`src/periph_defs.svh`:
```
/*
 * Peripheral bus definitions: widths, memory window, register addresses,
 * LFSR polynomial and seed, stopwatch prescale
 */
`ifndef PERIPH_DEFS_SVH
`define PERIPH_DEFS_SVH

// bus widths
`define DATA_WIDTH 32
`define ADDR_WIDTH 32

// data memory window, byte base and size in words
`define DMEM_BASE 32'h1001_0000
`define DMEM_WORDS 256

// memory-mapped peripheral registers, word aligned
`define STOPWATCH_ADDR 32'hFF20_0510
`define LFSR_ADDR 32'hFF20_0514
`define BREAK_ADDR 32'hFF20_0520

// galois feedback mask, right-shifting form
`define LFSR_TAPS 32'h8020_0003
// reset seed, also replaces a zero seed
`define LFSR_SEED 32'h1234_5678

// clock cycles per stopwatch tick at 50 MHz
`define TICK_CYCLES 50000

// seven-segment digits on the board
`define HEX_DIGITS 6

`endif

```
`src/periph_pkg.sv`:
```
/*
 * Peripheral types shared by the bus peripherals and the display path
 */
`default_nettype none

`include "periph_defs.svh"

package periph_pkg;

    // one bus data word
    typedef logic [`DATA_WIDTH-1:0] dataT;
    // byte address on the data bus
    typedef logic [`ADDR_WIDTH-1:0] addrT;
    // one enable per byte lane
    typedef logic [`DATA_WIDTH/8-1:0] byteEnT;
    // active-low segments, bit 0 is a, bit 6 is g
    typedef logic [6:0] segT;

    // display source, codes match the board switch pair
    typedef enum logic [1:0] {
        dispNone  = 2'd0,
        dispDebug = 2'd1,
        dispInstr = 2'd2,
        dispPc    = 2'd3
    } dispSelT;

endpackage

`default_nettype wire

```
`src/hexDisplay.sv`:
```
/*
 * Seven-segment monitor: picks pc, instruction or debug word
 * and shows its low nibbles as active-low hex digits
 */
`default_nettype none

`include "periph_defs.svh"

module hexDisplay
    import periph_pkg::*;
(
    input  wire dispSelT dispSel,
    input  wire dataT    pc,
    input  wire dataT    instr,
    input  wire dataT    debug,
    output segT          hex0,
    output segT          hex1,
    output segT          hex2,
    output segT          hex3,
    output segT          hex4,
    output segT          hex5
);

    // hex font, segments gfedcba, low lights the segment
    function automatic segT hexFont(input logic [3:0] nibble);
        case (nibble)
            4'h0: hexFont = 7'b1000000;
            4'h1: hexFont = 7'b1111001;
            4'h2: hexFont = 7'b0100100;
            4'h3: hexFont = 7'b0110000;
            4'h4: hexFont = 7'b0011001;
            4'h5: hexFont = 7'b0010010;
            4'h6: hexFont = 7'b0000010;
            4'h7: hexFont = 7'b1111000;
            4'h8: hexFont = 7'b0000000;
            4'h9: hexFont = 7'b0010000;
            4'hA: hexFont = 7'b0001000;
            4'hB: hexFont = 7'b0000011;
            4'hC: hexFont = 7'b1000110;
            4'hD: hexFont = 7'b0100001;
            4'hE: hexFont = 7'b0000110;
            default: hexFont = 7'b0001110;
        endcase
    endfunction

    dataT shown;
    segT digits [`HEX_DIGITS];

    // monitor source, free slot shows zeros
    always_comb begin
        case (dispSel)
            dispPc: shown = pc;
            dispInstr: shown = instr;
            dispDebug: shown = debug;
            default: shown = '0;
        endcase
    end

    // digit k from nibble k
    for (genvar k = 0; k < `HEX_DIGITS; k++) begin : gDigit
        assign digits[k] = hexFont(shown[4*k +: 4]);
    end

    assign hex0 = digits[0];
    assign hex1 = digits[1];
    assign hex2 = digits[2];
    assign hex3 = digits[3];
    assign hex4 = digits[4];
    assign hex5 = digits[5];

endmodule

`default_nettype wire

```
`config.mk`:
```
export PLATFORM = sky130hd
export DESIGN_NAME = hexDisplay
export DESIGN_NICKNAME = d
export VERILOG_FILES = /design/src/periph_pkg.sv /design/src/hexDisplay.sv
export VERILOG_INCLUDE_DIRS = /design/src
export SDC_FILE = /design/constraint.sdc
export NUM_CORES = 1
export LEC_CHECK = 0
export ABC_AREA = 1
export ABC_CLOCK_PERIOD_IN_PS = 1400
export BUFFER_PORTS_ARGS = -buffer_cell sky130_fd_sc_hd__buf_2
export CAP_MARGIN = 20
export CORE_MARGIN = 3
export CORE_UTILIZATION = 40
export DETAILED_ROUTE_END_ITERATION = 10
export GPL_TIMING_DRIVEN = 0
export PLACE_DENSITY = 0.83
export SYNTH_ARGS = -nofsm -noshare
export SYNTH_HDL_FRONTEND = slang
export SYNTH_SLANG_ARGS = --single-unit
```
`constraint.sdc`:
```
create_clock -name vclk -period 1.4
set_input_delay 0.07 -clock vclk [all_inputs]
set_output_delay 0.07 -clock vclk [all_outputs]
set_load 0.01 [all_outputs]
```
# Word-level counts from Yosys, hierarchy flattened
# Memories as Yosys holds them, arrays and structs flattened.
# Cells that the tools add are included.
# totals
elab_cells	10
out_inout_bits	42
in_bits	98
mem_count	6
mem_bits_ro	672
register_bits	0
# memory_table
memory	words	width	rd	rd_clocked_by_memory_dff	wr	line_no	text
(name not given)	16	7	1	0	0	hexDisplay.sv:26	case (nibble)
(name not given)	16	7	1	0	0	hexDisplay.sv:26	
(name not given)	16	7	1	0	0	hexDisplay.sv:26	
(name not given)	16	7	1	0	0	hexDisplay.sv:26	
(name not given)	16	7	1	0	0	hexDisplay.sv:26	
(name not given)	16	7	1	0	0	hexDisplay.sv:26	
# classes
eq_ne	3
n_mux	1
# ops
cell	n
case mux 24 bit (3 select lines)	1
equality test 2 bit, second input constant	2
equality test 2 x 1 -> 1 bit, second input constant	1

# Depth between registers and ports, before layout
# An unclocked memory read counts as a cell.
# logic_depth
ltp_word	3
depth_mapped	13
depth_no_buf	11

# Least setup slack after synthesis
# Ideal clock, no wire load.
# synth_timing
kind	input port to output port
startpoint	in dispSel[1]
endpoint	out hex5[3]
path_slack_ns	-0.124
path_stages	11
arrival_time_ns	1.454
n_path_buf	1
cell_sequence	buf_4 > inv_2 > nand2_1 > nor2_1 > nor2_1 > inv_1 > ha_1 > inv_1 > nand2_1 > nand3_1 > nand2_1
# synth_via
elab_chain_cells	3
# synth_lines
item	line_no	text
start, declared	hexDisplay.sv:12	input wire dispSelT dispSel,
equality test 2 x 1 -> 1 bit or equality test 2 bit (tied branches)	hexDisplay.sv:51	case (dispSel)
case mux 24 bit (3 select lines) *	hexDisplay.sv:51	
memory (16 x 7 bit) *	--	
end, declared	hexDisplay.sv:21	output segT hex5
# Mark *: on every way between the ends. The rest lies on a longest branch, timed or not.

# Final worst setup path
# layout_timing
startpoint	in dispSel[0]
endpoint	out hex0[0]
# layout_via
elab_chain_cells	3
# layout_lines
item	line_no	text
equality test 2 x 1 -> 1 bit or equality test 2 bit (tied branches)	hexDisplay.sv:51	
case mux 24 bit (3 select lines) *	hexDisplay.sv:51	
memory (16 x 7 bit) *	--	
end, declared	hexDisplay.sv:16	output segT hex0,
# Marks and branches as above.

==> qor.yml <==
outcome:
  outcome: "finished with violations"
  violations: "setup timing"
timing:
  worst_slack_ns: -0.1368
  slew-limit-headroom_pct: 77.23
  min_period_ns: 1.537
  post-route-period-util_pct: 109.8
  max_freq_mhz: 650.7
  whs_ns: 0.5969
  worstMarginPinSlew_ns: 0.3406
  tns_ns: -1.965
  rsz0062_at_grt: "true"
  setup_viol: 33
  finalMaxSlewViolations: 0
  hold_violations: 0
pwr:
  powerDensity_nw_per_um2: 432.2
  ir_worst_vdd_mv: 0.2414
  report.power.total_uw: 1988
  power.leakage_uw: 0.002629
synth:
  synthSimpleGateAreaFrac_pct: 68.13
  yosysSeqAreaShare_pct: 0
  syn_area_um2: 2481
  muxShareOfSynthArea_pct: 0
  avgSynthCellArea_um2: 5.043
  synth_area_leaders: "nand2_1 (35%), nand3_1 (19%), ha_1 (18%)"
  yosysTopAreaCell: "nand2_1"
  synth_cells: 492
  synth_top_family_by_area: "simple AND/OR/NAND/NOR gates"
  synth_compound_area_share_pct: 1.715
  syn-num-nets: 626
  yosysWarnings: 0
  synth_top_area_share_pct: 34.95
  synth_xor_area_share_pct: 0
  synth_fa_ha_area_share_pct: 18.15
  synth.distinct_cells: 16
floorplanning:
  rows: 28
  fp.dieH_um: 84.76
  dieArea_um2: 7184
  core_area_um2: 5956
  chipWidth_um: 84.76
  initial_core_util_pct: 41.66
  ioPinCount: 140
layout:
  final_cell_mix: "nand2_1 (198), buf_2 (112), nand3_1 (48)"
  diodes: 0
  regArea_um2: 0
  fillers: 432
  design.seq.count: 0
  syn_to_final_growth_pct: 85.38
  final_common_cell: "nand2_1"
  drive_above_1_share_pct: 51.48
  finalNetCount: 777
  nClkBuffers: 0
min_path:
  hp-start: "instr[11]"
  hp-class: "input port to primary output"
worst_setup_path:
  cp-startpoint: "dispSel[0]"
  cp_max_fo: 5
  crit_path_start_kind: "input port"
  worstPathRequired_ns: 1.33
  setup.worst_path.end: "hex0[0]"
  critPathKind: "input port to primary output"
  crit_arrival_ns: 1.47
  worst_setup_path_end_kind: "primary output"
grt:
  grt_pass1_wl_um: 16740
  antenna_found_initial: 0
  grt.overflow.total: 0
  grtUsageTotal_pct: 27.48
  grt_max_degree: 11
  grt_pass1_vias: 3675
routing:
  wl_per_cell_um: 16.50
  drt_iter0_drc: 272
  totalWireLength_um: 11810
  vias_per_cell: 5.599
  vias: 4009
  dr.pass1.iters: 5
  drc: 0
  postRouteAntennaNets: 0
placed_design:
  gp_congestion: 0.9407
  numPortBuffers: 115
  dp_slack_ns: -0.4637
  hpwl_um: 6742
clock_tree:
  postCtsHoldBufs: 0
job:
  cap_violations: 0
==> report_power, final <==
part           leakage [uW]  total (uW)  switching (uW)  internal [uW]
clock                     0           0               0              0
combinational       0.00263        1990            1170            815
sequential                0           0               0              0
total               0.00263        1990            1170            815
==> what timing repair did <==
item / CTS / global route
endpoints found under the setup margin: 42 / 42
buffers inserted: 19 / 10
pin swaps: 32 / 48
gates resized for setup: 150 / 101
gates cloned: 3 / 2
==> worst min-delay path by stage <==
| stage | endpoint | slack, ns | cells past startpoint |
|---|---|---|---|
| after CTS | hex2[6] | 0.60 | 6 |
| after global routing | hex3[2] | 0.66 | 5 |
| after floorplan | hex2[5] | 0.42 | 4 |
| after detailed placement | hex2[6] | 0.60 | 6 |
| final | hex2[2] | 0.60 | 5 |
| after global placement | hex2[6] | 0.61 | 6 |
==> per-stage QoR <==
| step | instance area [um^2] | utilization (%) | instances |
|---|---|---|---|
| after detailed placement | 3181 | 53.40 | 682 |
| after floorplan | 2511 | - | 492 |
| after CTS | 4060 | 68.17 | 704 |
| final | 4599 | 77.23 | 716 |
| after global placement | 3181 | 53.40 | 682 |
| after global routing | 4599 | 77.23 | 716 |
==> Yosys cell counts, drive strengths merged <==
cell type and n:
buf 10, ha 36, inv 61, nand2 231
nand3 107, nand3b 2, nand4 4, nor2 34
o211ai 1, o21ai 6
==> area by class of cell <==
class	instances	area, um^2	share of cell area [%]
well taps	75	93.84	2.040
repair buffers	147	943.4	20.51
plain buffers	10	171.4	3.727
inverters	61	286.5	6.230
multi-input cells	423	3104	67.49
==> critical path, stage by stage <==
cell and delay (ns):
buf_12 0.13, buf_8 0.14, buf_12 0.15, nand3_4 0.08
nand2_4 0.06, nor2_4 0.20, ha_1 0.20, nand2_1 0.06
nand2_1 0.09, nand2_1 0.05, nand2_1 0.09, buf_2 0.14
==> per-layer routing <==
layer | up-vias | global-route usage [%] | wire length [um]
met5 | - | 0 | 0
met4 | 0 | 7.914 | 603
li1 | 1860 | - | -
met3 | 80 | 1.766 | 1017
met1 | 1812 | 32.58 | 4198
met2 | 257 | 52.38 | 5993
==> kinds of logic after synthesis <==
| family | Yosys count |
|---|---|
| AO/OA/AOI/OAI | 7 |
| adder cells (fa/ha/maj) | 36 |
| buffers and inverters | 71 |
| AND/OR/NAND/NOR | 378 |
Note: power is estimated with default switching activity, not from simulation.
