$ cat src/periph_defs.svh
/*
 * Peripheral bus definitions: widths, memory window, register addresses,
 * LFSR polynomial and seed, stopwatch prescale
 */
`ifndef PERIPH_DEFS_SVH
`define PERIPH_DEFS_SVH

// bus widths
`define DATA_WIDTH 32
`define ADDR_WIDTH 32

// data memory window, byte base and size in words
`define DMEM_BASE 32'h1001_0000
`define DMEM_WORDS 256

// memory-mapped peripheral registers, word aligned
`define STOPWATCH_ADDR 32'hFF20_0510
`define LFSR_ADDR 32'hFF20_0514
`define BREAK_ADDR 32'hFF20_0520

// galois feedback mask, right-shifting form
`define LFSR_TAPS 32'h8020_0003
// reset seed, also replaces a zero seed
`define LFSR_SEED 32'h1234_5678

// clock cycles per stopwatch tick at 50 MHz
`define TICK_CYCLES 50000

// seven-segment digits on the board
`define HEX_DIGITS 6

`endif

$ cat src/periph_pkg.sv
/*
 * Peripheral types shared by the bus peripherals and the display path
 */
`default_nettype none

`include "periph_defs.svh"

package periph_pkg;

    // one bus data word
    typedef logic [`DATA_WIDTH-1:0] dataT;
    // byte address on the data bus
    typedef logic [`ADDR_WIDTH-1:0] addrT;
    // one enable per byte lane
    typedef logic [`DATA_WIDTH/8-1:0] byteEnT;
    // active-low segments, bit 0 is a, bit 6 is g
    typedef logic [6:0] segT;

    // display source, codes match the board switch pair
    typedef enum logic [1:0] {
        dispNone  = 2'd0,
        dispDebug = 2'd1,
        dispInstr = 2'd2,
        dispPc    = 2'd3
    } dispSelT;

endpackage

`default_nettype wire

$ cat src/breakpointUnit.sv
/*
 * Breakpoint: holds a program-counter address from the bus,
 * sets a sticky break flag on a match
 */
`default_nettype none

`include "periph_defs.svh"

module breakpointUnit
    import periph_pkg::*;
(
    input  wire logic iCLK,
    input  wire logic reset,
    input  wire logic dReadEnable,
    input  wire logic dWriteEnable,
    input  wire addrT dAddress,
    input  wire dataT dWriteData,
    input  wire dataT pc,
    output dataT      readData,
    output logic      hit,
    output logic      breakHit
);

    dataT breakAddr;
    logic addrMatch;
    logic pcMatch;

    assign addrMatch = (dAddress == `BREAK_ADDR);
    assign hit = dReadEnable && addrMatch;
    assign readData = breakAddr;

    // address zero means disarmed
    assign pcMatch = (breakAddr != '0) && (pc == breakAddr);

    always_ff @(posedge iCLK) begin
        if (reset) begin
            breakAddr <= '0;
            breakHit <= 1'b0;
        end else if (dWriteEnable && addrMatch) begin
            // new address rearms the flag
            breakAddr <= dWriteData;
            breakHit <= 1'b0;
        end else if (pcMatch) begin
            breakHit <= 1'b1;
        end
    end

endmodule

`default_nettype wire

$ cat config.mk
export PLATFORM = sky130hd
export DESIGN_NAME = breakpointUnit
export DESIGN_NICKNAME = d
export VERILOG_FILES = /design/src/periph_pkg.sv /design/src/breakpointUnit.sv
export VERILOG_INCLUDE_DIRS = /design/src
export SDC_FILE = /design/constraint.sdc
export NUM_CORES = 1
export LEC_CHECK = 0
export ABC_AREA = 1
export BUFFER_PORTS_ARGS = -buffer_cell sky130_fd_sc_hd__buf_4
export CORE_ASPECT_RATIO = 0.8
export CORE_MARGIN = 5
export CORE_UTILIZATION = 40
export DETAILED_ROUTE_END_ITERATION = 6
export PLACE_DENSITY_LB_ADDON = 0.12
export SKIP_LAST_GASP = 1
export SYNTH_ARGS = -nofsm -noshare
export SYNTH_HDL_FRONTEND = slang
export SYNTH_SLANG_ARGS = --single-unit
$ cat constraint.sdc
create_clock -name iCLK -period 1.2 [get_ports iCLK]
set_input_delay 0.06 -clock iCLK [delete_from_list [all_inputs] [get_ports iCLK]]
set_output_delay 0.06 -clock iCLK [all_outputs]
set_load 0.01 [all_outputs]
* Word level (Yosys, flattened, before mapping) *
Index checks and enable logic that the tools add are counted.
Widths: inputs -> output; s select.

storage, ports and cells
  register bits after elaboration = 33
  bits of input ports = 100
  output and inout bits = 34
  logic and storage cells = 9

cells by class
  eq/ne operators = 2
  reductions and logical operators = 5

operators by type and width
  kind                  number
  $eq 32x32->1          1
  $eq 32x32->1 const B  1
  $reduce_bool 32->1    1
  $logic_and 1x1->1     3
  $reduce_or 2->1       1

* Logic depth before layout (Yosys ltp) *
Gate-level depths: netlist (run 1).

  word-level depth = 3
  depth in mapped cells = 10
  gate-level depth less buffers = 10

* Least setup slack after synthesis (run 1) *
OpenSTA, ideal clock, no wires.

  path type = register -> register
  start = reg breakAddr[5] (netlist: readData[5])
  end = reg breakHit
  setup time = 0.070 ns
  arrival = 0.992 ns
  required time = 1.130 ns
  setup slack = 0.138 ns
  cell stages (with the launch flop) = 11
  path buffers = 0
  clock period less this slack = 1.062 ns
  cells stage by stage = dfxtp_1 -> inv_1 -> nand2_1 -> nand2_1 -> inv_1 -> nand2_1 -> nor2_1 -> nand2_1 -> nor2_1 -> nand3_1 -> a21oi_1

between the ends
  word-level cells in the longest chain between the ends = 2
  elaborated cells on any way between the ends = 3
  classes of those cells = eq/ne: 1; reduce/logical: 2

ends and longest elaborated chain
  item                                                       line                  source
  start, declared                                            breakpointUnit.sv:24  dataT breakAddr;
  start signal, assigned                                     breakpointUnit.sv:41  breakAddr <= dWriteData;
  $eq 32x32->1 / $reduce_bool 32->1 (equally long branches)  breakpointUnit.sv:33  assign pcMatch = (breakAddr != '0) && (pc == breakAddr);
  $logic_and 1x1->1 (*)                                      breakpointUnit.sv:33
  end signal, assigned                                       breakpointUnit.sv:38  breakHit <= 1'b0;
  end signal, assigned                                       breakpointUnit.sv:42  breakHit <= 1'b0;
  end signal, assigned                                       breakpointUnit.sv:44  breakHit <= 1'b1;
  end, declared                                              breakpointUnit.sv:21  output logic breakHit

Mark *: on every way between the ends. The rest lies on a longest branch, timed or not.
A chain may end at the register's enable or synchronous reset.

* Worst setup path after layout (run 1) *
  start = reg breakAddr[22] (netlist: readData[22])
  end = reg breakHit

The elaborated chain is that of the path after synthesis.

==> impl_metrics.csv, run 1 <==
group,metric,value,unit
clocking,htree_levels,2,
timing,finalSetupViolations,0,
final_layout,drive_gt1_share,38.15,%
power_and_ir_drop,total_power,2.573,mW
critical_path,crit_slowest_cell,"dfxtp_1",
critical_path,cp_max_fo,4,
logic_synthesis,ys_warn_count,0,
logic_synthesis,synthArstFlopShare,0,%
logic_synthesis,synth.largest_area_cell,"dfxtp_1",
clocking,insertion_delay,290,ps
timing,fin_crit,1140,ps
logic_synthesis,ys_seq_area_share,34.81,%
routing,routed_wl,6577,microns
critical_path,startpoint,"readData[22]",
placed_design,port_buffers,133,
clocking,post_cts_buffers,0,
placed_design,gp_congestion,0.7710,
power_and_ir_drop,p_per_area,774.5,mW/mm^2
critical_path,cp_cell_sequence,"xnor2_1, nand2_1, nor2_1, nand2_1, nor2_1, nand3_1, a21oi_2",
grt,grt_max_degree,34,
timing,grt_setup_unrepaired,"true",
clocking,cts_buffers,5,
status,violations,"hold timing",
logic_synthesis,avgSynthCellArea,6.143,sq um
timing,final_max_slew_viol_count,0,
critical_path,reg2reg_from,"readData[22]",
grt,grt_overflow,0,
critical_path,start_kind,"register",
timing,fin_ws,60.24,ps
critical_path,cpPeakStageDelay,400,ps
logic_synthesis,synthMostInstantiatedCell,"nor2_1",
placed_design,place_area,0.002992,sq mm
logic_synthesis,syn_nets,409,
timing,slew_headroom,79.86,%
floorplan,die_h,71.62,microns
logic_synthesis,synth.area.top_cells,"dfxtp_1 35%, nor2_1 21%, nand2_1 12%, xnor2_1 9.2%, inv_1 6.9%",
logic_synthesis,yosysTopAreaCellShare,34.81,%
critical_path,path_class,"reg2reg",
clocking,cts_buffer_depth,2,
hold_path,hold_path_class,"in2reg",
timing,max_freq,877.4,MHz
timing,setup_tns,0,ps
logic_synthesis,synthCells,309,
logic_synthesis,synth-edff-count,0,
grt,grt_pass1_wl,10350,microns
critical_path,critPathRequiredTime,1440,ps
timing,fin_crit_sh,94.98,%
clocking,cts-root-buf,"clkbuf_8",
routing,first_iter_violations,130,
timing,fin_hold_ws,-0.6823,ps
logic_synthesis,synth_seq_cells,33,
critical_path,crit_arrival,1380,ps
timing,tightest_slew,302.1,ps
clocking,clkSinkCount,33,
logic_synthesis,synth.cell_area,0.001898,sq mm
grt,antenna_found_initial,0,
logic_synthesis,ys_types,17,
routing,antenna_left,0,
routing,drc,0,
routing,drt-vias-per-instance,4.571,
run,drv_cap,0,
grt,grt_use_total,20.84,%
routing,first_pass_iters,4,
routing,via_count,2395,
grt,grt_pass1_vias,2253,
timing,clock_skew,13.61,ps
placed_design,dp_slack,14.60,ps
floorplan,dieArea,0.006232,sq mm
power_and_ir_drop,p_leak,1.726,nW
logic_synthesis,synth_common_cells,"104 x nor2_1, 60 x nand2_1, 35 x inv_1, 33 x dfxtp_1",
status,status,"complete, but fails checks",
final_layout,syn2layout_area_growth,75.02,%
floorplan,placementRows,22,
final_layout,antennaDiodeCount,0,
floorplan,start_util,41.29,%
logic_synthesis,synth_ff_type,"dfxtp_1",
floorplan,boundaryPins,134,
power_and_ir_drop,ir_drop,0.5288,mV
timing,hold_violations,2,
floorplan,core,0.004597,sq mm
clocking,clk_pin_slew,80,ps
final_layout,nets,563,
final_layout,postLayoutCellArea,0.003322,sq mm
placed_design,dp.final_hpwl,5014,microns
clocking,cts_tree,"built",
floorplan,die_w,87.02,microns
hold_path,min_from,"dWriteData[7]",
routing,post_drt_wl_per_cell,12.55,microns
critical_path,cp-end-kind,"register",
==> kinds of logic after synthesis <==
group,count (synthesis),share of synthesized area (%)
XOR/XNOR,20,9.229
buffers and inverters,45,10.22
flip-flops,33,34.81
AO/OA/AOI/OAI,33,8.701
AND/OR/NAND/NOR,178,37.05
==> routing by layer <==
layer / vias to the layer above / wire length (microns) / GRT usage, % / share of wire, %
met5: - / 0 / 0 / 0
met4: 0 / 25 / 4.325 / 0.38
met3: 3 / 526 / 5.747 / 8.0
met2: 84 / 3188 / 34.46 / 48
met1: 1061 / 2836 / 27.18 / 43
li1: 1247 / - / - / -
==> area by class of cell <==
cell class	instances	area [sq um]
Timing Repair Buffer	156	1236
Fill cell	387	1275
Tap cell	60	75.07
Multi-Input combinational cell	231	1072
Clock inverter	3	46.29
Sequential cell	33	686.9
Clock buffer	5	68.82
Inverter	36	136.4
==> worst max-delay path: cells and delay by family, from the launching register on <==
family / cells / cell delay [ps]
AND/OR/NAND/NOR: 5 / 440
flip-flops: 1 / 400
XOR/XNOR: 1 / 130
AO/OA/AOI/OAI: 1 / 110
==> worst paths after layout <==
| check | to | slack (ps) | cells after the start |
|---|---|---|---|
| min | readData[7] | -0.7 | 3 |
| min reg2reg | breakHit | 480 | 2 |
| max | breakHit | 60 | 7 |
| max reg2reg | breakHit | 60 | 7 |
==> stage by stage <==
stage | std cells | util [%]
after floorplan | 309 | -
after global placement | 500 | 65.08
after detailed placement | 500 | 65.08
after CTS | 523 | 70.88
after global routing | 524 | 72.26
final | 524 | 72.26
==> registers in the layout, summed over array words and instances, names as in the netlist <==
signal	cells
readData	32
breakHit	1
==> what timing repair did <==
action | CTS | global route
gates resized for setup | 1 | 25
setup endpoints to repair | 1 | 1
hold buffers | 15 | 1
hold endpoints to repair | 15 | 1
==> report_power, final <==
group          internal (mW)  switching (mW)  leakage (nW)  total (mW)
logic                  0.290           0.132          1.40       0.423
registers               1.09  0.000000000536         0.276        1.09
clock network          0.621           0.437        0.0543        1.06
total                   2.00           0.570          1.73        2.57
==> placed cells by master (no fill, tap or decap), types with 2 or more instances in the layout <==
cell type / count
nor2_1: 102
nor2_2: 4
dfxtp_1: 14
inv_1: 35
clkbuf_8: 5
xnor2_2: 2
o21ai_0: 12
o21ai_1: 20
nand2_1: 60
nand3_1: 2
dlygate4sd3_1: 16
xnor2_1: 18
buf_12: 2
dfxtp_2: 18
buf_4: 138
nand4_1: 8
Power figures use the tool's default switching activity.
==> run 2: changes to the inputs <==
--- a/config.mk
+++ b/config.mk
@@ -12,6 +12,7 @@
 export CORE_MARGIN = 5
 export CORE_UTILIZATION = 40
 export DETAILED_ROUTE_END_ITERATION = 6
+export HOLD_SLACK_MARGIN = 0.05
 export PLACE_DENSITY_LB_ADDON = 0.12
 export SKIP_LAST_GASP = 1
 export SYNTH_ARGS = -nofsm -noshare
==> run 2 against run 1 <==
  * The run now ends clean
  * Clock skew decreased by 1.3 ps
  * Routed wire length increased by 5.0%
  * Die area unchanged
  * Sequential power about the same
  * Total power increased by 1.8%
  * Global-route usage increased by 1.1 points
  * Clock power about the same
  * Flip-flop and latch count unchanged
==> impl_metrics.csv, run 2 (same netlist as run 1, synthesis figures left out) <==
group,metric,value,unit
status,status,"finished, final reports clean",
critical_path,start_kind,"register",
floorplan,placementRows,22,
placed_design,dp_slack,14.60,ps
floorplan,die_w,87.02,microns
grt,grt_max_degree,34,
timing,fin_crit,1143,ps
critical_path,path_class,"reg2reg",
critical_path,critPathRequiredTime,1430,ps
clocking,insertion_delay,290,ps
timing,hold_violations,0,
timing,grt_setup_unrepaired,"true",
final_layout,postLayoutCellArea,0.003481,sq mm
routing,first_pass_iters,4,
critical_path,rrSetupSlack,60,ps
final_layout,post-route-util,75.72,%
grt,busiest_layer,"met2",
placed_design,gp_congestion,0.7710,
power_and_ir_drop,p_leak,1.792,nW
floorplan,dieArea,0.006232,sq mm
clocking,cts_tree,"built",
clocking,clk_pin_slew,80,ps
critical_path,crit_buf_inv,0,
grt,antenna_found_initial,0,
clocking,cts_buffer_depth,2,
final_layout,antennaDiodeCount,0,
routing,first_iter_violations,122,
floorplan,die_h,71.62,microns
timing,clock_skew,12.35,ps
timing,fin_crit_sh,95.21,%
routing,drt-vias-per-instance,4.561,
final_layout,largest_reg_flops,32,
critical_path,cpPeakStageDelay,350,ps
critical_path,cp_top_family,"simple AND/OR/NAND/NOR gates",
grt,grt.met1_usage,27.32,%
critical_path,crit_arrival,1380,ps
final_layout,drive_gt1_share,36.67,%
grt,globalRouteMet3Util,5.632,%
timing,finalSetupViolations,0,
timing,setup_tns,0,ps
power_and_ir_drop,ir_drop,0.5327,mV
routing,drc,0,
routing,routed_wl,6906,microns
timing,max_freq,875.2,MHz
clocking,cts-root-buf,"clkbuf_8",
grt,grt_pass1_wl,10850,microns
grt,grtUsageMet2,37.99,%
clocking,htree_levels,2,
final_layout,layout_common_cells,"138 x buf_4, 102 x nor2_1, 60 x nand2_1",
floorplan,core,0.004597,sq mm
critical_path,cp_max_fo,4,
placed_design,port_buffers,133,
routing,via_count,2463,
grt,grt_use_total,21.91,%
grt,grt_overflow,0,
timing,fin_hold_ws,243.5,ps
final_layout,syn2layout_area_growth,83.39,%
final_layout,fill_cells,359,
critical_path,crit_slowest_cell,"dfxtp_2",
timing,fin_ws,57.45,ps
clocking,cts_buffers,5,
grt,grt_pass1_vias,2365,
placed_design,dp.final_hpwl,5014,microns
timing,slew_headroom,79.73,%
floorplan,start_util,41.29,%
clocking,post_cts_buffers,0,
routing,antenna_left,0,
routing,post_drt_wl_per_cell,12.79,microns
hold_path,hold_path_class,"in2reg",
critical_path,cp-end-kind,"register",
floorplan,boundaryPins,134,
final_layout,layout_commonest_cell,"buf_4",
timing,final_max_slew_viol_count,0,
final_layout,nets,579,
clocking,clkSinkCount,33,
placed_design,place_area,0.002992,sq mm
power_and_ir_drop,p_per_area,752.2,mW/mm^2
run,drv_cap,0,
critical_path,cp_cell_sequence,"xnor2_2, nand2_1, nor2_1, nand2_1, nor2_1, nand3_1, a21oi_2",
timing,tightest_slew,304.1,ps
-- run 2: where the power goes --
group / total (mW) / switching, mW / internal [mW]
clock network: 1.06 / 0.437 / 0.621
logic: 0.469 / 0.144 / 0.325
registers: 1.09 / 0.000000000537 / 1.09
-- run 2: per-stage QoR --
stage	cells	power (mW)
final	540	2.618
after global routing	540	2.727
after CTS	540	2.617
after detailed placement	500	1.493
after global placement	500	1.486
after floorplan	309	1.217
-- run 2: worst register-to-register path: stages (launching register included) --
cell and delay (ps):
dfxtp_2 350, xnor2_2 160, nand2_1 90, nor2_1 110, nand2_1 60, nor2_1 100, nand3_1 100, a21oi_2 110
-- run 2: path summary, 6_finish.rpt --
check	startpoint	depth (start not counted)	to
worst min register to register	breakHit	2	breakHit
worst max register to register	readData[18]	7	breakHit
worst max-delay path	readData[18]	7	breakHit
worst min-delay path	pc[24]	8	breakHit
-- run 2: area by class of cell --
type | instances | area (sq um) | share of cell area (%)
multi-input combinational | 231 | 1072 | 30.81
timing repair buffer | 172 | 1396 | 40.12
clock buffer | 5 | 68.82 | 1.977
clock inverter | 3 | 46.29 | 1.330
tap | 60 | 75.07 | 2.157
inverter | 36 | 136.4 | 3.918
sequential | 33 | 685.7 | 19.70
-- run 2: repair_timing --
item / CTS / global route
hold endpoints to repair: 32 / 0
hold buffers: 32 / 0
resized for setup: 1 / 24
endpoints found under the setup margin: 1 / 1
-- run 2: layer usage --
metal / vias to the layer above / routed length [microns]
li1: 1277 / -
met1: 1091 / 2832
met2: 88 / 3460
met3: 7 / 554
met4: 0 / 58
met5: - / 0
