File: src/periph_defs.svh
/*
 * Peripheral bus definitions: widths, memory window, register addresses,
 * LFSR polynomial and seed, stopwatch prescale
 */
`ifndef PERIPH_DEFS_SVH
`define PERIPH_DEFS_SVH

// bus widths
`define DATA_WIDTH 32
`define ADDR_WIDTH 32

// data memory window, byte base and size in words
`define DMEM_BASE 32'h1001_0000
`define DMEM_WORDS 256

// memory-mapped peripheral registers, word aligned
`define STOPWATCH_ADDR 32'hFF20_0510
`define LFSR_ADDR 32'hFF20_0514
`define BREAK_ADDR 32'hFF20_0520

// galois feedback mask, right-shifting form
`define LFSR_TAPS 32'h8020_0003
// reset seed, also replaces a zero seed
`define LFSR_SEED 32'h1234_5678

// clock cycles per stopwatch tick at 50 MHz
`define TICK_CYCLES 50000

// seven-segment digits on the board
`define HEX_DIGITS 6

`endif

File: src/periph_pkg.sv
/*
 * Peripheral types shared by the bus peripherals and the display path
 */
`default_nettype none

`include "periph_defs.svh"

package periph_pkg;

    // one bus data word
    typedef logic [`DATA_WIDTH-1:0] dataT;
    // byte address on the data bus
    typedef logic [`ADDR_WIDTH-1:0] addrT;
    // one enable per byte lane
    typedef logic [`DATA_WIDTH/8-1:0] byteEnT;
    // active-low segments, bit 0 is a, bit 6 is g
    typedef logic [6:0] segT;

    // display source, codes match the board switch pair
    typedef enum logic [1:0] {
        dispNone  = 2'd0,
        dispDebug = 2'd1,
        dispInstr = 2'd2,
        dispPc    = 2'd3
    } dispSelT;

endpackage

`default_nettype wire

File: src/stopwatch.sv
/*
 * Stopwatch: prescaled tick counter, read over the bus,
 * any write clears the count and the prescaler
 */
`default_nettype none

`include "periph_defs.svh"

module stopwatch
    import periph_pkg::*;
#(
    parameter int tickCycles = `TICK_CYCLES
) (
    input  wire logic iCLK,
    input  wire logic reset,
    input  wire logic dReadEnable,
    input  wire logic dWriteEnable,
    input  wire addrT dAddress,
    output dataT      readData,
    output logic      hit
);

    // at least one bit even for a prescale of 1
    localparam int preWidth = (tickCycles > 1) ? $clog2(tickCycles) : 1;
    localparam logic [preWidth-1:0] preLast = preWidth'(tickCycles - 1);

    logic [preWidth-1:0] prescale;
    dataT tickCount;
    logic addrMatch;

    assign addrMatch = (dAddress == `STOPWATCH_ADDR);
    assign hit = dReadEnable && addrMatch;
    assign readData = tickCount;

    // prescaler wraps at tickCycles, each wrap is one tick
    always_ff @(posedge iCLK) begin
        if (reset || (dWriteEnable && addrMatch)) begin
            prescale <= '0;
            tickCount <= '0;
        end else if (prescale == preLast) begin
            prescale <= '0;
            tickCount <= tickCount + 1'b1;
        end else begin
            prescale <= prescale + 1'b1;
        end
    end

endmodule

`default_nettype wire

File: config.mk
export PLATFORM = sky130hd
export DESIGN_NAME = stopwatch
export DESIGN_NICKNAME = d
export VERILOG_FILES = /design/src/periph_pkg.sv /design/src/stopwatch.sv
export VERILOG_INCLUDE_DIRS = /design/src
export SDC_FILE = /design/constraint.sdc
export NUM_CORES = 1
export LEC_CHECK = 0
export BUFFER_PORTS_ARGS = -buffer_cell sky130_fd_sc_hd__buf_2
export CAP_MARGIN = 15
export CORE_MARGIN = 5
export CORE_UTILIZATION = 45
export DETAILED_ROUTE_END_ITERATION = 6
export GPL_TIMING_DRIVEN = 0
export PLACE_DENSITY_LB_ADDON = 0.08
export SYNTH_ARGS = -nofsm -noshare
export SYNTH_HDL_FRONTEND = slang
export SYNTH_SLANG_ARGS = --single-unit
File: constraint.sdc
create_clock -name iCLK -period 4.4 [get_ports iCLK]
set_input_delay 0.66 -clock iCLK [delete_from_list [all_inputs] [get_ports iCLK]]
set_output_delay 0.66 -clock iCLK [all_outputs]
set_load 0.005 [all_outputs]
==> Word-level counts from Yosys, hierarchy flattened <==
Cells that the tools add are included.
{ "classes": {"add_sub_neg": 2, "multipliers": 0, "div": 0, "magnitude_cmp": 0, "n_eq_ne": 2, "shifts": 0, "n_mux": 0, "bitwise_logic": 0, "n_reduce_logical": 4} }
{ "op_table": {"columns": ["operator", "count"], "rows": [
  ["adder 32 x 1 -> 32 bit (second input constant)", 1],
  ["== test 32 bit (second input constant)", 1],
  ["adder 16 x 1 -> 16 bit (second input constant)", 1],
  ["== test 16 bit (second input constant)", 1],
  ["logical AND 1 bit", 2],
  ["OR reduction 2 bit", 1],
  ["logical OR 1 bit", 1]
]} }
{ "totals": {"ff_bits": 48, "latchBits": 0, "mem_bits_rw": 0, "rom_bits": 0, "input_bits": 36, "word_cells": 10, "mem_count": 0} }

==> Depth between registers and ports, before layout <==
Gate-level depths: netlist of run 1.
{ "logic_depth": {"ltp_word": 4, "ltp_mapped": 7} }

==> Worst setup path before layout of run 1 <==
OpenSTA, ideal clock, no wires.
{ "synth_timing": {"kind": "input -> output", "startpoint": "input port dAddress[18]", "endpoint": "output port hit", "arrival_time_ns": 1.960, "setup_slack_ns": 1.780, "path_stages": 3, "cell_sequence": "or4b_2 or4_1 nor3_1"} }
{ "synth_between": {"elab_chain_cells": 2} }
{ "synth_lines": {"columns": ["item", "line_no", "text"], "rows": [
  ["start: declaration", "stopwatch.sv:18", "input wire addrT dAddress,"],
  ["== test 32 bit (no line)", null, null],
  ["logical AND 1 bit", "stopwatch.sv:32", "assign hit = dReadEnable && addrMatch;"],
  ["end: declaration", "stopwatch.sv:20", "output logic hit"]
]} }
No other way between the ends.

==> Worst setup path in the final report of run 1 <==
Same ends and word-level chain as after synthesis.

==> metrics, run 1 <==
fin crit share 64.56%; Worst path top cell family by delay simple AND/OR/NAND/NOR gates; Pre-antenna DRT Iters 4; Max-slew headroom between 40 and 50%; Iter 0 DRT Violations 80; Core ar. 5042 um2; row count 26; Worst-Margin Slew 0.8774 ns; Leak around 1.1 nW; Critical-path top delay cell or4b_2; Avg Synthesized Cell Area 8.370 um2; Worst R2R Path Depth 5; Post-DRT Antenna Nets 0; Post-CTS Hold Buffers 0; post-synthesis sequential area ratio approximately two fifths; CP arrival 2.18 ns; Die Y about 80 um; clock power share 34.6%; PortBufs 68; status completed; crit-path max FO 2; gr ovfl total 0; Gate power share under 10%; CTS sink count between 40 and 50; average routed wire per standard cell between 10 and 15 um; Area Overhead vs Synth 22.04%; Via Count between 2000 and 2500; # diodes 0; vias per std cell 5.263; Critical Path RT between 3 and 4 ns; CTS buffer count 5; postcts setup bufs 0; Core Util, Final a little under three fifths; Slew Limit Fails 0; FF-to-FF End readData[23]$_SDFFE_PP0N_; Reg2Reg Launch Point readData[10]$_SDFFE_PP0N_; total power density per cell area between 200 and 300 nW/um2; initial antenna violation count 0; Ys Warns 0; largest net degree at the start of global routing 14; H-Tree Depth 2; placed cell area around 2700 um2; Max IR drop VDD ~0.15 mV; clk buf depth 2; cell mode on critical path buf_2; share of layout cells above drive strength 1 approximately a quarter; drt drc 0; clk_skew 0.007417 ns; synthesis-stage register bit count between 40 and 50; final WL around 5.4 mm; I/O Pins approximately 70; Post-DP HPWL a little over 4 mm; Hold Vio Cnt, Final 0; clk_lat worst skew 0.30 ns; f_max roughly 350 MHz; part of the power in registers between 60 and 70%; Cell Int Power between 0.5 and 0.6 mW; Net Sw Frac about 22%; syn_nets between 300 and 400; Final GP Congestion between 0.8 and 0.9; clock root buffer clkbuf_8; final instance area approximately 2800 um2; CP startpoint dAddress[18]; Max-Cap Viols 0; CP max stage delay ~0.64 ns; die area between 6000 and 7000 um2; RSZ-0062 raised after global routing false; first-pass GRT wire length ~9.4 mm; starting density of the core a little under half; Crit Path Class input port to output port; CTS tree yes; Netlist cell types 31; Global Route Usage Sum a little under a fifth; post-synthesis cell area between 2000 and 2500 um2; Setup-failing EPs final 0; clock-pin slew on the worst setup and hold paths 0.08 ns; Post-Synthesis Cells about 270; critical path launch point type input port; Stages on worst setup path 5; Fin Setup TNS 0 ns; number of nets in the layout around 390; CP Capture Type output port; critical-path cell list buf_2 > or4b_2 > or4_1 > nor3_1 > buf_2; CP bufs+invs 2; vias in the first global route 2096; Psw 0.1562 mW; DIE WIDTH roughly 81 um; CTS resizes 0; Critical Path Sink hit; Reg2Reg Setup Slack 1.94 ns; minimum clock period after layout around 2.8 ns; Hold Crit Class flip-flop to flip-flop
[cell usage after synthesis, drive strengths merged]
cell type  count  share of area [%]
ha             2                1.1
or4b           3                1.5
nor4b          3                1.1
nor2          45                7.4
and4           5                1.9
inv            8                1.3
nor3           5                1.1
xnor2         16                6.1
nand4b         1               0.38
or3           11                3.0
and3           3               0.82
nand3         23                5.0
o21ai         12                2.6
nand4         20                5.5
xor2          17                6.5
o31ai          1               0.55
mux2i          1               0.44
or4            5                1.8
nand2         13                2.1
nor2b          1               0.27
buf            3               0.93
nor4          10                3.0
a21oi         12                2.6
clkbuf         5               0.82
dfxtp         48                 42
nand2b         1               0.27
[power by group through the flow]
| stage | Combinational [mW] | Sequential (mW) | Clock (mW) |
|---|---|---|---|
| 3_3_place_gp | 0.0307 | 0.449 | 0 |
| 6_report | 0.0306 | 0.438 | 0.248 |
| 5_1_grt | 0.0354 | 0.439 | 0.274 |
| 4_1_cts | 0.0313 | 0.438 | 0.256 |
| 3_5_place_dp | 0.0312 | 0.449 | 0 |
| 2_1_floorplan | 0.0127 | 0.448 | 0 |
[registers in the layout (all words and copies together), names as in the netlist]
name / cells
prescale: 16
readData: 32
[worst min path at each step]
stage / start / to / slack, ns / depth (start not counted)
finish: prescale[0]$_SDFF_PP0_ / prescale[0]$_SDFF_PP0_ / 0.47 / 1
global route: readData[31]$_SDFFE_PP0N_ / readData[31]$_SDFFE_PP0N_ / 0.50 / 2
CTS: prescale[0]$_SDFF_PP0_ / prescale[0]$_SDFF_PP0_ / 0.47 / 1
detailed placement: prescale[0]$_SDFF_PP0_ / prescale[0]$_SDFF_PP0_ / 0.45 / 1
global placement: prescale[0]$_SDFF_PP0_ / prescale[0]$_SDFF_PP0_ / 0.44 / 1
floorplan: prescale[0]$_SDFF_PP0_ / prescale[0]$_SDFF_PP0_ / 0.43 / 1
[final cells by class]
type,count,area [um2]
flip-flops and latches,48,960.9
fillers,500,2243
clock buffers,6,72.57
well taps,70,87.58
inverters,8,30.03
multi-input cells,210,1262
repair buffers,68,340.3
plain buffers,8,40.04
clock inverters,1,5.005
[logic make-up (layout without fill, tap and decap cells)]
group / Yosys count / count (layout) / share of synthesized area, %
multiplexers: 1 / 1 / 0.4365
flip-flops: 48 / 48 / 41.90
XOR/XNOR: 33 / 33 / 12.60
AO/OA/AOI/OAI: 25 / 25 / 5.783
buffers and inverters: 16 / 91 / 3.055
adder cells (fa/ha/maj): 2 / 2 / 1.091
AND/OR/NAND/NOR: 149 / 149 / 35.13
[worst register-to-register path: cells and delay by family, from the launching register on]
kind / cells / cell delay, ns
simple gates: 4 / 1.80
compound gates: 1 / 0.14
flops: 1 / 0.46
[through the flow]
| step | std cells | worst slack (ns) | total power [mW] | hold WS, ns |
|---|---|---|---|---|
| 2_1_floorplan | 274 | 1.780 | 0.4610 | 0.4260 |
| 3_3_place_gp | 412 | 1.419 | 0.4794 | 0.4431 |
| 3_5_place_dp | 412 | 1.389 | 0.4799 | 0.4518 |
| 4_1_cts | 419 | 1.546 | 0.7262 | 0.4704 |
| 5_1_grt | 419 | 1.461 | 0.7488 | 0.5005 |
| 6_report | 419 | 1.559 | 0.7169 | 0.4660 |
[per-layer routing]
metal	vias to the layer above	wire length [um]	track usage, %
li1	1130	-	-
met5	-	0	0
met4	0	84	5.574
met2	60	2554	30.62
met1	1004	2405	22.91
met3	11	330	4.545
[cells in the final DEF (no fill, tap or decap), types with 2 or more instances in the layout]
cell,count
nor2_1,45
nand4_1,20
xor2_1,17
inv_1,8
a21oi_1,12
or4_1,4
nand2_1,13
or3_1,11
nor4b_1,3
clkbuf_1,6
nor4_1,9
ha_1,2
dfxtp_1,48
nor3_1,5
buf_2,70
clkbuf_8,5
o21ai_0,12
and3_1,3
nand3_1,23
xnor2_1,16
and4_1,5
Power figures use the tool's default switching activity.
==> run 2: changes to the inputs <==
ABC_AREA = 1   (was not set)
clock period = 2.7 ns   (was 4.4 ns; I/O delays follow)
==> metrics, run 2 <==
vias in the first global route 3011; postcts setup bufs 0; CTS resizes 0; CTS buffer count 5; DIE WIDTH between 90 and 100 um; Avg Synthesized Cell Area approximately 6.0 um2; most numerous cell in the Yosys netlist nand2_1; clock-pin slew on the worst setup and hold paths about 0.08 ns; clk_skew 0.006899 ns; ys async rst share 0%; I/O Pins between 60 and 70; share of layout cells above drive strength 1 around 17%; total power density per cell area 346.8 nW/um2; Post-CTS Hold Buffers 0; number of nets in the layout 612; commonest cells after routing, fill and taps aside nand2_1 (140), nor2_1 (116), buf_2 (69), inv_1 (64), dfxtp_1 (48); Pre-antenna DRT Iters 6; Post-synth EDFFs 0; Core ar. between 6000 and 7000 um2; Area contributors post-synth dfxtp_1 (32%), nand2_1 (18%), nor2_1 (15%), inv_1 (8.0%), nand3_1 (7.9%); largest net degree at the start of global routing 14; Setup-failing EPs final 0; share of the synthesized area in the top cell type between 30% and 40%; clk buf depth 2; Synth Flop Type dfxtp_1; Worst Hold Launch prescale[0]$_SDFF_PP0_; Critical Path RT 2.87 ns; CP Capture Type flip-flop; syn_nets roughly 540; Netlist cell types 27; initial antenna violation count 0; hold depth 1; filler instances 666; Post-DRT Antenna Nets 0; Worst R2R Path Depth 10; row count 29; Reg2Reg Setup Slack ~0.90 ns; Power Total 1.219 mW; clk_lat worst skew roughly 0.3 ns; critical path launch point type flip-flop; Hold Crit Class flip-flop to flip-flop; average routed wire per standard cell around 12 um; Area Overhead vs Synth 17.63%; cell taking the most area after synthesis dfxtp_1; Hold Vio Cnt, Final 0; Fin Setup TNS 0 ns; Max IR drop VDD between 0.15 and 0.2 mV; CP arrival between 1.5 and 2 ns; fin crit share 66.80%; FF-to-FF End readData[24]$_SDFFE_PP0N_; vias per std cell 4.871; Largest register FFs 32; Via Count between 3000 and 4000; PortBufs 68; Iter 0 DRT Violations about 220; clock root buffer clkbuf_8; Ys Warns 0; crit-path max FO 5; post-synthesis cell area around 3000 um2; H-Tree Depth 2; CTS sink count 48; Global Route Usage Sum 19.43%; Post-Synthesis Cells 499; status completed; Slew Limit Fails 0; Crit Path Class flip-flop to flip-flop; gr ovfl total 0; worst hold endpoint prescale[0]$_SDFF_PP0_; Final GP Congestion 0.8794; Die Y between 90 and 100 um; Leak 1.565 nW; Worst-Margin Slew approximately 0.56 ns; first-pass GRT wire length ~14 mm; RSZ-0062 raised after global routing false; minimum clock period after layout approximately 1.8 ns; commonest non-fill, non-tap cell in the layout nand2_1; drt drc 0; Commonest cells post-synth nand2_1 (140), nor2_1 (116), inv_1 (64); Max-slew headroom approximately 63%; Reg2Reg Launch Point readData[0]$_SDFFE_PP0N_; starting density of the core 46.52%; post-synthesis sequential area ratio 32.16%; # diodes 0; synthesis-stage register bit count 48; die area between 8000 and 9000 um2; CTS tree yes; f_max between 500 and 600 MHz; final WL between 7 and 8 mm; Post-DP HPWL slightly above 6 mm; Max-Cap Viols 0
==> run 2: changes by cell type after synthesis, sizes merged, moves of 5 or more <==
cell   previous run  this run
and4              5         0
nand3            23        52
or3              11         0
nor3              5        11
inv               8        67
or4               5         0
xnor2            16         4
nand4            20         5
nor4             10         0
nor2             45       126
nand2            13       142
o21ai            12         2
==> run 2: routing by layer <==
layer	vias to the layer above	share of wire [%]	routed length (um)	GRT usage, %
met1	1394	48	3712	26.38
met5	-	0	0	0
li1	1689	-	-	-
met3	8	5.6	438	3.388
met2	85	46	3564	31.89
met4	0	0.85	66	4.774
==> run 2: per-stage QoR <==
step	setup slack (ns)	area (um2)	utilization, %	std cells	hold slack, ns
after CTS	0.9058	3515	54.72	652	0.4726
after global placement	0.9422	3425	53.32	644	0.4321
after global routing	0.7098	3515	54.72	652	0.5028
after detailed placement	0.8828	3425	53.32	644	0.4604
after floorplan	1.169	2988	-	499	0.4175
final	0.8965	3515	54.72	652	0.4793
==> run 2: worst max path at each step <==
stage	startpoint	to	slack, ns	cells after the start
2_1_floorplan	readData[0]$_SDFFE_PP0N_	readData[24]$_SDFFE_PP0N_	1.17	10
3_3_place_gp	readData[0]$_SDFFE_PP0N_	readData[12]$_SDFFE_PP0N_	0.94	9
3_5_place_dp	dAddress[15]	readData[0]$_SDFFE_PP0N_	0.88	9
4_1_cts	readData[0]$_SDFFE_PP0N_	readData[28]$_SDFFE_PP0N_	0.91	8
5_1_grt	readData[0]$_SDFFE_PP0N_	readData[24]$_SDFFE_PP0N_	0.71	10
6_report	readData[0]$_SDFFE_PP0N_	readData[24]$_SDFFE_PP0N_	0.90	10
==> run 2: logic make-up (layout without fill, tap and decap cells) <==
logic type	Yosys count	count (layout)	share of synthesized area (%)
buffers and inverters	73	149	9.715
DFF	48	48	32.16
xor gates and xnor gates	18	18	5.276
and+or+nand+nor	338	338	48.03
adders and majority gates	2	2	0.8374
AOI/OAI and AO/OA	20	20	3.978
==> run 2: critical path: stages (launching register included) <==
cell and delay, ns:
dfxtp_1 0.41, ha_1 0.24, nand3_1 0.11, nor2_2 0.15, nand2_2 0.12, nor2_2 0.22, inv_1 0.10, nor2_2 0.15
nand3_1 0.09, nand2_1 0.06, nor2_1 0.03
==> run 2: area by class of cell <==
type | count | area (um2) | share of cell area [%]
Sequential cell | 48 | 960.9 | 27.34
Inverter | 67 | 251.5 | 7.156
Clock buffer | 8 | 90.09 | 2.563
Timing Repair Buffer | 68 | 340.3 | 9.683
Tap cell | 77 | 96.34 | 2.741
Multi-Input combinational cell | 378 | 1737 | 49.41
Buffer | 6 | 38.79 | 1.104
==> run 2: power breakdown <==
| part | leakage [nW] | total [mW] | switching, mW | internal [mW] |
|---|---|---|---|---|
| Combinational | 1.13 | 0.0602 | 0.0308 | 0.0295 |
| Clock | 0.0455 | 0.445 | 0.235 | 0.209 |
| Sequential | 0.387 | 0.714 | 0.00310 | 0.711 |
